[src/logic/sparse_config.svh]
`ifndef SPARSE_CONFIG_SVH
`define SPARSE_CONFIG_SVH

//////////////////////////////////////////////////
// window geometry
//////////////////////////////////////////////////

// elements per window, also bits per sparsity map
`define WIN_SIZE 16

//////////////////////////////////////////////////
// compressed buffer
//////////////////////////////////////////////////

// buffer depth in words
// address carries one extra bit so it can count up to the depth itself
`define CHUNK_SIZE 1024

//////////////////////////////////////////////////
// sub-chunk base table
//////////////////////////////////////////////////

// one entry per filter row
`define FIL_ROWS_MAX 4

// spacing of entries after reset
`define SUBCHUNK_STRIDE 128

`endif
[src/logic/sparse_pkg.sv]
`include "sparse_config.svh"

package sparse_pkg;

	//////////////////////////////////////////////////
	// derived widths
	//////////////////////////////////////////////////

	// bits to name one position inside a window
	localparam int WIN_POS_W = $clog2(`WIN_SIZE);

	// one extra bit so the address can hold CHUNK_SIZE itself
	localparam int CHUNK_ADDR_W = $clog2(`CHUNK_SIZE) + 1;

	// bits to select one table entry
	localparam int FIL_IDX_W = $clog2(`FIL_ROWS_MAX);

	//////////////////////////////////////////////////
	// types
	//////////////////////////////////////////////////

	// encoder scan state
	typedef enum logic {
		SCAN_IDLE = 1'b0,
		SCAN_RUN  = 1'b1
	} scan_state_e;

	// one bit per window element, set where nonzero
	typedef logic [`WIN_SIZE-1:0] win_map_t;

	// position in the window
	typedef logic [WIN_POS_W-1:0] win_pos_t;

	// count 0 .. WIN_SIZE, one bit wider than a position
	typedef logic [WIN_POS_W:0] win_cnt_t;

	// compressed buffer read address, wraps mod 2^11
	typedef logic [CHUNK_ADDR_W-1:0] chunk_addr_t;

	// base table index, one per filter row
	typedef logic [FIL_IDX_W-1:0] fil_idx_t;

endpackage

[src/logic/match_if.sv]
`timescale 1ns/1ps

// one match per cycle from encoder to address calculator
interface match_if
	import sparse_pkg::*;
();

	// high for one cycle per matched position
	logic match_valid;

	// matched position, lowest first
	win_pos_t match_pos;

	// with the last match, or alone for an empty window
	logic win_end;

	// registered input map, stable for the whole window
	win_map_t ifm_map;

	//////////////////////////////////////////////////
	// modports
	//////////////////////////////////////////////////

	// encoder side drives everything
	modport enc (output match_valid, output match_pos, output win_end, output ifm_map);

	// address side only listens
	modport cal (input match_valid, input match_pos, input win_end, input ifm_map);

endinterface

[src/logic/sparse_fetch_top.sv]
`timescale 1ns/1ps
`include "sparse_config.svh"

// sparse operand fetch front end
// encoder -> address calculator, base table on the side
module sparse_fetch_top
	import sparse_pkg::*;
(
	 input  logic        clk_i
	,input  logic        rst_i

	// sub-chunk and window
	,input  logic        sub_chunk_start_i
	,input  fil_idx_t    fil_idx_i
	,input  logic        map_valid_i
	,input  win_map_t    ifm_map_i
	,input  win_map_t    fil_map_i

	// base table writes
	,input  logic        cfg_we_i
	,input  fil_idx_t    cfg_idx_i
	,input  chunk_addr_t cfg_base_i

	// status and read address
	,output logic        busy_o
	,output logic        rd_dat_valid_o
	,output chunk_addr_t rd_dat_addr_o
	,output logic        win_end_o
);

	// table entry for the filter row being started
	chunk_addr_t next_base_w;

	// match stream between encoder and address path
	match_if mi ();

	//////////////////////////////////////////////////
	// blocks
	//////////////////////////////////////////////////

	match_pri_enc u_match_pri_enc (
		 .clk_i       (clk_i)
		,.rst_i       (rst_i)
		,.map_valid_i (map_valid_i)
		,.ifm_map_i   (ifm_map_i)
		,.fil_map_i   (fil_map_i)
		,.busy_o      (busy_o)
		,.mi          (mi.enc)
	);

	subchunk_base_regs u_subchunk_base_regs (
		 .clk_i      (clk_i)
		,.rst_i      (rst_i)
		,.cfg_we_i   (cfg_we_i)
		,.cfg_idx_i  (cfg_idx_i)
		,.cfg_base_i (cfg_base_i)
		,.rd_idx_i   (fil_idx_i)
		,.base_o     (next_base_w)
	);

	data_addr_cal u_data_addr_cal (
		 .clk_i             (clk_i)
		,.rst_i             (rst_i)
		,.sub_chunk_start_i (sub_chunk_start_i)
		,.next_base_i       (next_base_w)
		,.mi                (mi.cal)
		,.rd_dat_valid_o    (rd_dat_valid_o)
		,.rd_dat_addr_o     (rd_dat_addr_o)
		,.win_end_o         (win_end_o)
	);

endmodule

[src/logic/data_addr_cal.sv]
`timescale 1ns/1ps
`include "sparse_config.svh"

// compressed buffer read address
// address = running base + input nonzeros below the match
module data_addr_cal
	import sparse_pkg::*;
(
	 input  logic        clk_i
	,input  logic        rst_i
	,input  logic        sub_chunk_start_i
	,input  chunk_addr_t next_base_i
	,match_if.cal        mi
	,output logic        rd_dat_valid_o
	,output chunk_addr_t rd_dat_addr_o
	,output logic        win_end_o
);

	// prefix counts of the registered input map
	win_cnt_t pfx_cnt_w [`WIN_SIZE+1];

	// first buffer word of the current window
	chunk_addr_t base_q;

	// offset of this match inside the window's packed data
	chunk_addr_t offs_w;

	// window's total input nonzeros
	chunk_addr_t win_pop_w;

	//////////////////////////////////////////////////
	// prefix count
	//////////////////////////////////////////////////

	prefix_sum u_prefix_sum (
		 .map_i (mi.ifm_map)
		,.cnt_o (pfx_cnt_w)
	);

	assign offs_w    = chunk_addr_t'(pfx_cnt_w[mi.match_pos]);
	assign win_pop_w = chunk_addr_t'(pfx_cnt_w[`WIN_SIZE]);

	//////////////////////////////////////////////////
	// running base
	//////////////////////////////////////////////////

	// start of sub-chunk reloads from the table
	// otherwise step past the window just consumed
	always_ff @(posedge clk_i) begin
		if (rst_i) begin
			base_q <= '0;
		end else if (sub_chunk_start_i) begin
			base_q <= next_base_i;
		end else if (mi.win_end) begin
			// wraps mod 2^11
			base_q <= base_q + win_pop_w;
		end
	end

	//////////////////////////////////////////////////
	// outputs
	//////////////////////////////////////////////////

	// same cycle as the registered match
	assign rd_dat_addr_o  = base_q + offs_w;
	assign rd_dat_valid_o = mi.match_valid;
	assign win_end_o      = mi.win_end;

	//////////////////////////////////////////////////
	// checks
	//////////////////////////////////////////////////

	// a reload mid-window would lose the base step
	a_start_in_window: assert property (@(posedge clk_i) disable iff (rst_i)
		sub_chunk_start_i |-> !(mi.win_end || mi.match_valid));

endmodule

[src/logic/subchunk_base_regs.sv]
`timescale 1ns/1ps
`include "sparse_config.svh"

// table of sub-chunk starting bases, one per filter row
module subchunk_base_regs
	import sparse_pkg::*;
(
	 input  logic        clk_i
	,input  logic        rst_i
	,input  logic        cfg_we_i
	,input  fil_idx_t    cfg_idx_i
	,input  chunk_addr_t cfg_base_i
	,input  fil_idx_t    rd_idx_i
	,output chunk_addr_t base_o
);

	// base of each filter row inside the compressed buffer
	chunk_addr_t base_q [`FIL_ROWS_MAX];

	//////////////////////////////////////////////////
	// write port
	//////////////////////////////////////////////////

	// reset lays rows out at an even stride
	// software may move them afterwards
	always_ff @(posedge clk_i) begin
		if (rst_i) begin
			for (int i = 0; i < `FIL_ROWS_MAX; i++) begin
				base_q[i] <= chunk_addr_t'(i * `SUBCHUNK_STRIDE);
			end
		end else if (cfg_we_i) begin
			// one entry per strobe, seen next cycle
			base_q[cfg_idx_i] <= cfg_base_i;
		end
	end

	//////////////////////////////////////////////////
	// read port
	//////////////////////////////////////////////////

	// plain mux, no read latency
	// same-cycle write shows up on the following cycle
	assign base_o = base_q[rd_idx_i];

endmodule

[src/logic/match_pri_enc.sv]
`timescale 1ns/1ps
`include "sparse_config.svh"

// matched-position scanner
// latches a window's maps, then walks the AND mask lowest bit first
module match_pri_enc
	import sparse_pkg::*;
(
	 input  logic     clk_i
	,input  logic     rst_i
	,input  logic     map_valid_i
	,input  win_map_t ifm_map_i
	,input  win_map_t fil_map_i
	,output logic     busy_o
	,match_if.enc     mi
);

	scan_state_e state_q;

	// input map kept for the address prefix count
	win_map_t ifm_map_q;

	// matched positions not yet emitted
	win_map_t pend_q;

	// lowest pending bit, and the mask with it removed
	win_pos_t low_pos_w;
	win_map_t pend_rest_w;

	// scan flags for this cycle
	logic run_w;
	logic hit_w;
	logic last_w;

	//////////////////////////////////////////////////
	// priority pick
	//////////////////////////////////////////////////

	// scan from the top so the lowest set bit wins
	always_comb begin
		low_pos_w = '0;
		for (int i = `WIN_SIZE - 1; i >= 0; i--) begin
			if (pend_q[i]) begin
				low_pos_w = win_pos_t'(i);
			end
		end
	end

	// x & (x-1) clears the lowest set bit
	assign pend_rest_w = pend_q & (pend_q - win_map_t'(1));

	assign run_w  = (state_q == SCAN_RUN);
	assign hit_w  = run_w && (|pend_q);
	// empty mask also ends the window, without a match
	assign last_w = run_w && !(|pend_rest_w);

	//////////////////////////////////////////////////
	// scan FSM
	//////////////////////////////////////////////////

	always_ff @(posedge clk_i) begin
		if (rst_i) begin
			state_q <= SCAN_IDLE;
			pend_q  <= '0;
		end else if (map_valid_i) begin
			// new window, only legal while idle or right at win_end
			state_q <= SCAN_RUN;
			pend_q  <= ifm_map_i & fil_map_i;
		end else if (run_w) begin
			pend_q <= pend_rest_w;
			if (last_w) begin
				state_q <= SCAN_IDLE;
			end
		end
	end

	// payload, no reset
	always_ff @(posedge clk_i) begin
		if (map_valid_i) begin
			ifm_map_q <= ifm_map_i;
		end
	end

	//////////////////////////////////////////////////
	// outputs
	//////////////////////////////////////////////////

	assign mi.match_valid = hit_w;
	assign mi.match_pos   = low_pos_w;
	assign mi.win_end     = last_w;
	assign mi.ifm_map     = ifm_map_q;

	// high from first match cycle through win_end
	assign busy_o = run_w;

	//////////////////////////////////////////////////
	// checks
	//////////////////////////////////////////////////

	// upstream must wait for busy to drop
	a_map_while_busy: assert property (@(posedge clk_i) disable iff (rst_i)
		map_valid_i |-> !busy_o);

	// a match needs an accepted window or an unfinished scan just before it
	a_match_from_idle: assert property (@(posedge clk_i) disable iff (rst_i)
		mi.match_valid |-> $past(map_valid_i || (busy_o && !mi.win_end)));

endmodule

[src/logic/prefix_sum.sv]
`timescale 1ns/1ps
`include "sparse_config.svh"

// exclusive prefix count of a sparsity map
// cnt_o[k] = number of set bits in map_i[k-1:0]
// cnt_o[WIN_SIZE] = total popcount
module prefix_sum
	import sparse_pkg::*;
(
	 input  win_map_t map_i
	,output win_cnt_t cnt_o [`WIN_SIZE+1]
);

	// running count at each tap of the chain
	win_cnt_t chain_w [`WIN_SIZE+1];

	//////////////////////////////////////////////////
	// adder chain
	//////////////////////////////////////////////////

	// nothing lies below position 0
	assign chain_w[0] = '0;

	// one small adder per element
	// plain chain, left for synthesis to retime or rebalance
	genvar k;
	generate
		for (k = 0; k < `WIN_SIZE; k++) begin : g_chain
			assign chain_w[k+1] = chain_w[k] + win_cnt_t'(map_i[k]);
		end
	endgenerate

	// tap out every stage, last one is the popcount
	genvar j;
	generate
		for (j = 0; j <= `WIN_SIZE; j++) begin : g_out
			assign cnt_o[j] = chain_w[j];
		end
	endgenerate

endmodule

[config.mk]
export PLATFORM = sky130hd
export DESIGN_NAME = sparse_fetch_top
export DESIGN_NICKNAME = d
export VERILOG_FILES = /design/src/logic/sparse_pkg.sv /design/src/logic/match_if.sv /design/src/logic/sparse_fetch_top.sv /design/src/logic/data_addr_cal.sv /design/src/logic/subchunk_base_regs.sv /design/src/logic/match_pri_enc.sv /design/src/logic/prefix_sum.sv
export VERILOG_INCLUDE_DIRS = /design/src /design/src/logic
export SDC_FILE = /design/constraint.sdc
export NUM_CORES = 1
export LEC_CHECK = 0
export ABC_AREA = 1
export BUFFER_PORTS_ARGS = -buffer_cell sky130_fd_sc_hd__buf_2
export CAP_MARGIN = 20
export CORE_ASPECT_RATIO = 0.6
export CORE_MARGIN = 2
export CORE_UTILIZATION = 61
export CTS_CLUSTER_DIAMETER = 120
export DETAILED_ROUTE_END_ITERATION = 7
export GPL_TIMING_DRIVEN = 0
export PLACE_DENSITY = 0.92
export SLEW_MARGIN = 15
export SYNTH_ARGS = -nofsm -noshare
export SYNTH_HDL_FRONTEND = slang
export SYNTH_HIERARCHICAL = 1
export SYNTH_SLANG_ARGS = --single-unit
[constraint.sdc]
create_clock -name clk_i -period 18.45 [get_ports clk_i]
set_input_delay 3.69 -clock clk_i [delete_from_list [all_inputs] [get_ports clk_i]]
set_output_delay 3.69 -clock clk_i [all_outputs]
set_load 0.02 [all_outputs]
==> flow_results.org <==
** Worst setup path
- Along the worst path, the maximum fanout reaches 5.
- STA classifies the critical path startpoint as a flop.
- Following the worst setup path forward leads to its endpoint at rd_dat_addr_o[10].
- R2r startpoint :: u_match_pri_enc/mi.ifm_map[0]$_DFFE_PP_
- Worst setup path startpoint :: u_match_pri_enc/mi.ifm_map[0]$_DFFE_PP_
- The worst setup path is captured at an output pin.
- Across all register-to-register paths, the minimum setup slack is 11.59 ns.
- In this run the number of cells on the critical path is 31.
- For this run, the slowest stage of the critical path takes 0.61 ns.
- Slowest stage cell on the critical path :: sky130_fd_sc_hd__fa_1
- The worst register-to-register path ends at u_data_addr_cal/base_q[5]$_SDFFE_PP0P_.
- Counting cells, the worst reg-to-reg path comes to 28.
- STA puts the critical path data required time at 14.76 ns.
- Critical path class :: reg2out
- Most common cell type on the critical path :: sky130_fd_sc_hd__ha_1
- Data on the critical path arrives at its endpoint at 7.50 ns.
- Grouping stages by cell kind, the critical path spends the most delay in adder cells.
- The number of buffers and inverters on the critical path is 3.

** CTS
- H-tree Lvls :: 3
- Clock-pin slew was measured on the worst setup and hold paths at 0.06 ns.
- Resized cells post-CTS :: 0
- Clock network latency to the later pin of the worst-skew pair :: 0.33 ns
- TritonCTS Buffers :: 9
- For this design, the CTS-stage hold fixing added 0 buffers.
- TritonCTS built the clock tree.
- In this run the deepest clock path goes through 2 buffers.
- Number of post-CTS setup repair buffers :: 0
- Counting every sink on the clock net gives 88.
- Root buffer cell :: sky130_fd_sc_hd__clkbuf_16

** Die
- After floorplanning, the core was divided into 32 placement rows.
- For this design the top-level I/O count stands at 66.
- Measured along the y axis, the die boundary spans 92.9 um.
- The die covers 14100 sq um.
- The floorplan step set the die width to 152 um.
- Core region area :: 12900 sq um
- For this configuration, the core starts out at a cell density of 62.6%.

** Synthesis
- Syn. warnings :: 6
- The number of different library cells used by synthesis comes to 41.
- Number of synthesized flops with an enable pin :: 60
- Register bit total from synthesis :: 88
- Averaged over all synthesized cells, the footprint is 6.72 sq um.
- In the synthesized netlist the dominant register cell turns out to be sky130_fd_sc_hd__edfxtp_1.
- The cell area that synthesis handed to floorplanning was 8040 sq um.
- Count of mapped cells out of synthesis :: 1197
- In the post-synthesis netlist, the biggest area contributors are sky130_fd_sc_hd__edfxtp_1 22%, sky130_fd_sc_hd__nand2_1 15%, sky130_fd_sc_hd__nand3_1 11%.
- Sequential element share of the synthesized area :: 29.4%
- After synthesis, the largest area contributor takes up 22.4% of total cell area.
- Summed over all instances, the cell type with the most area after synthesis is sky130_fd_sc_hd__edfxtp_1.
- Async set or reset register ratio after synthesis :: 0%

** Timing
- The number of pins exceeding their max-slew limit in the final report came to 0.
- The number of hold violations in the final report was 0.
- For the final routed database, the setup TNS stands at 0 ns.
- Measured against its own limit, the worst slew margin works out to 48.7%.
- Post-layout min period :: 11.19 ns
- For the pin with the worst max-slew slack, the measured transition is 0.767 ns.
- Setup repair after global routing left no endpoint under its margin.
- Clock Skew :: 0.00667 ns
- Timing would allow up to 89.4 MHz.
- Hold is met by 0.517 ns.
- Final Cycle Share :: 60.6%
- Number of setup violations in the final report :: 0

** Pwr
- Combinational logic burns 71.2% of the power.
- Power spread over the standard cell area amounts to 169 nW/um^2.
- The worst-case IR drop observed on VDD is 0.121 mV.
- Net switching is 52.4% of the power.
- Sequential cell fraction of total power :: 15.8%
- The clock network is responsible for 13.1% of the overall power.
- Int Pwr :: 719 uW
- Leakage component of the power :: 4.50 nW
- NetSw :: 792 uW

** Global route
- Grt peak-use layer :: met1
- GR Util met2 :: 48.2%
- For met1 alone, demand over resource in global routing was 48.8%.
- Vias in the first global route :: 7634
- Global-route wire length before repair :: 37.5 mm
- In the global route stage, met3 resource usage came out at 8.28%.
- Across every metal layer, demand over resource in global routing totals 32.8%.
- Maximum number of pins on one net before global-route repair :: 18
- Antenna violations before repair :: 1
- For this run the aggregate overflow at the end of global routing stands at 0.

** Placement
- Port Buffers :: 65
- At the end of routability-driven placement, the weighted congestion stood at 0.913.
- HPWL reported at the end of detailed placement :: 17.8 mm

** Detailed routing
- WL/cell :: 15.8 um
- Final routed DRC violation total :: 0
- In this run the remaining antenna-violating nets after routing total 0.
- Initial drt markers :: 1164
- Vias after detailed routing :: 8380
- Vias per Instance :: 5.72
- Total wire length after detailed routing :: 23.1 mm
- Drt first pass iters :: 6

** Final layout
- Area Growth Syn to Fin :: 11.4%
- Fraction of layout instances using a drive strength above 1 :: 17.8%
- Utilization after layout :: 69.7%
- Final Net Count :: 1381

** Outcome
- The flow ran to the end, and the final reports show no timing, DRC or antenna violations.

** Min path
- The path class of the tightest hold or removal check is reg2reg.

** Run
- Max-cap violations in this run came to 0.
==> power groups by stage <==
stage	sequential [mW]	clock [mW]	combinational, mW
5_1_grt	0.240	0.206	1.20
3_3_place_gp	0.241	0	1.00
6_report	0.238	0.198	1.08
3_5_place_dp	0.242	0	1.03
4_1_cts	0.238	0.196	1.05
2_1_floorplan	0.238	0	0.827
==> how the worst min path moves through the flow <==
stage | start | endpoint | slack, ns | depth (start not counted)
2_1_floorplan | u_match_pri_enc/pend_q[13]$_SDFFE_PP0P_ | u_match_pri_enc/pend_q[13]$_SDFFE_PP0P_ | 0.47 | 2
3_3_place_gp | u_match_pri_enc/pend_q[9]$_SDFFE_PP0P_ | u_match_pri_enc/pend_q[9]$_SDFFE_PP0P_ | 0.49 | 2
3_5_place_dp | u_match_pri_enc/pend_q[13]$_SDFFE_PP0P_ | u_match_pri_enc/pend_q[13]$_SDFFE_PP0P_ | 0.51 | 2
4_1_cts | u_match_pri_enc/pend_q[13]$_SDFFE_PP0P_ | u_match_pri_enc/pend_q[13]$_SDFFE_PP0P_ | 0.52 | 2
5_1_grt | u_match_pri_enc/pend_q[13]$_SDFFE_PP0P_ | u_match_pri_enc/pend_q[13]$_SDFFE_PP0P_ | 0.55 | 2
6_report | u_match_pri_enc/pend_q[9]$_SDFFE_PP0P_ | u_match_pri_enc/pend_q[9]$_SDFFE_PP0P_ | 0.52 | 2
==> per-layer routing <==
| metal | wire length [um] | up-vias | part of all wire [%] |
|---|---|---|---|
| met5 | 0 | - | 0 |
| met4 | 193 | 0 | 0.84 |
| met3 | 3300 | 34 | 14 |
| met2 | 9300 | 545 | 40 |
| met1 | 10300 | 3777 | 45 |
| li1 | - | 4024 | - |
==> cell usage in the layout, fill, tap and decap left out, types with 23 or more instances in the layout <==
master                       n
sky130_fd_sc_hd__nand3_1   173
sky130_fd_sc_hd__a21oi_1    44
sky130_fd_sc_hd__dfxtp_1    28
sky130_fd_sc_hd__ha_1       39
sky130_fd_sc_hd__nand2_2    57
sky130_fd_sc_hd__o211ai_1   23
sky130_fd_sc_hd__buf_2      77
sky130_fd_sc_hd__nor2_1     59
sky130_fd_sc_hd__nand2_1   328
sky130_fd_sc_hd__o21ai_0    25
sky130_fd_sc_hd__edfxtp_1   60
sky130_fd_sc_hd__inv_1     191
==> per-stage QoR <==
| step | total power, mW | setup WS [ns] | instance area (sq um) | instances |
|---|---|---|---|---|
| after floorplan | 1.06 | 8.43 | 8090 | 1211 |
| after global placement | 1.24 | 7.93 | 8630 | 1446 |
| after detailed placement | 1.28 | 7.76 | 8630 | 1446 |
| after CTS | 1.48 | 7.36 | 8960 | 1462 |
| after global routing | 1.64 | 6.80 | 8960 | 1462 |
| final | 1.51 | 7.26 | 8960 | 1464 |
==> flip-flops by register name (all words and copies together), names as in the netlist <==
| name | flops |
|---|---|
| u_subchunk_base_regs/base_q | 44 |
| u_match_pri_enc/mi.ifm_map | 16 |
| u_match_pri_enc/pend_q | 16 |
| u_data_addr_cal/base_q | 11 |
| u_match_pri_enc/busy_o | 1 |
==> final cells by class <==
| class | instances | area (sq um) |
|---|---|---|
| diodes | 2 | 5.00 |
| plain buffers | 49 | 308 |
| clock buffers | 12 | 246 |
| clock inverters | 4 | 77.6 |
| fillers | 1005 | 3890 |
| inverters | 201 | 754 |
| multi-input cells | 873 | 4670 |
| flip-flops and latches | 88 | 2360 |
| well taps | 170 | 213 |
| repair buffers | 65 | 325 |
==> worst register-to-register path: cells and delay by family, from the launching register on <==
kind                       cells  cell delay (ns)
AOI/OAI and AO/OA              2             0.36
xor gates and xnor gates       2             0.48
adders and majority gates     14             4.71
buffers and inverters          2             0.09
DFF                            1             0.46
and+or+nand+nor                8             0.64
==> synthesized netlist by cell type (4+ instances only) <==
master	instances
sky130_fd_sc_hd__nand2_1	328
sky130_fd_sc_hd__nand2_2	57
sky130_fd_sc_hd__a21oi_1	44
sky130_fd_sc_hd__nand3b_1	4
sky130_fd_sc_hd__o21ai_0	25
sky130_fd_sc_hd__edfxtp_1	60
sky130_fd_sc_hd__nand3_2	20
sky130_fd_sc_hd__xor2_1	10
sky130_fd_sc_hd__buf_2	12
sky130_fd_sc_hd__buf_4	18
sky130_fd_sc_hd__nor2_1	59
sky130_fd_sc_hd__a31oi_1	11
sky130_fd_sc_hd__clkbuf_1	10
sky130_fd_sc_hd__inv_2	8
sky130_fd_sc_hd__nor2_4	8
sky130_fd_sc_hd__nand3_1	173
sky130_fd_sc_hd__dfxtp_1	28
sky130_fd_sc_hd__nand2_4	4
sky130_fd_sc_hd__a22oi_1	8
sky130_fd_sc_hd__o211ai_1	23
sky130_fd_sc_hd__xnor2_1	4
sky130_fd_sc_hd__nand4_1	6
sky130_fd_sc_hd__inv_1	191
sky130_fd_sc_hd__ha_1	39
sky130_fd_sc_hd__buf_6	4
sky130_fd_sc_hd__nor2_2	14
sky130_fd_sc_hd__nor3_1	9
==> kinds of logic (layout without fill, tap and decap cells) <==
logic type	after synthesis	after routing	share of synthesized area (%)
DFF	88	88	29.4
xor gates and xnor gates	14	14	1.52
buffers and inverters	250	331	13.2
other	1	17	0.0466
AOI/OAI and AO/OA	117	117	8.65
and+or+nand+nor	685	685	40.4
adders and majority gates	42	42	6.82
No activity file was read; power rests on OpenSTA's default activity.
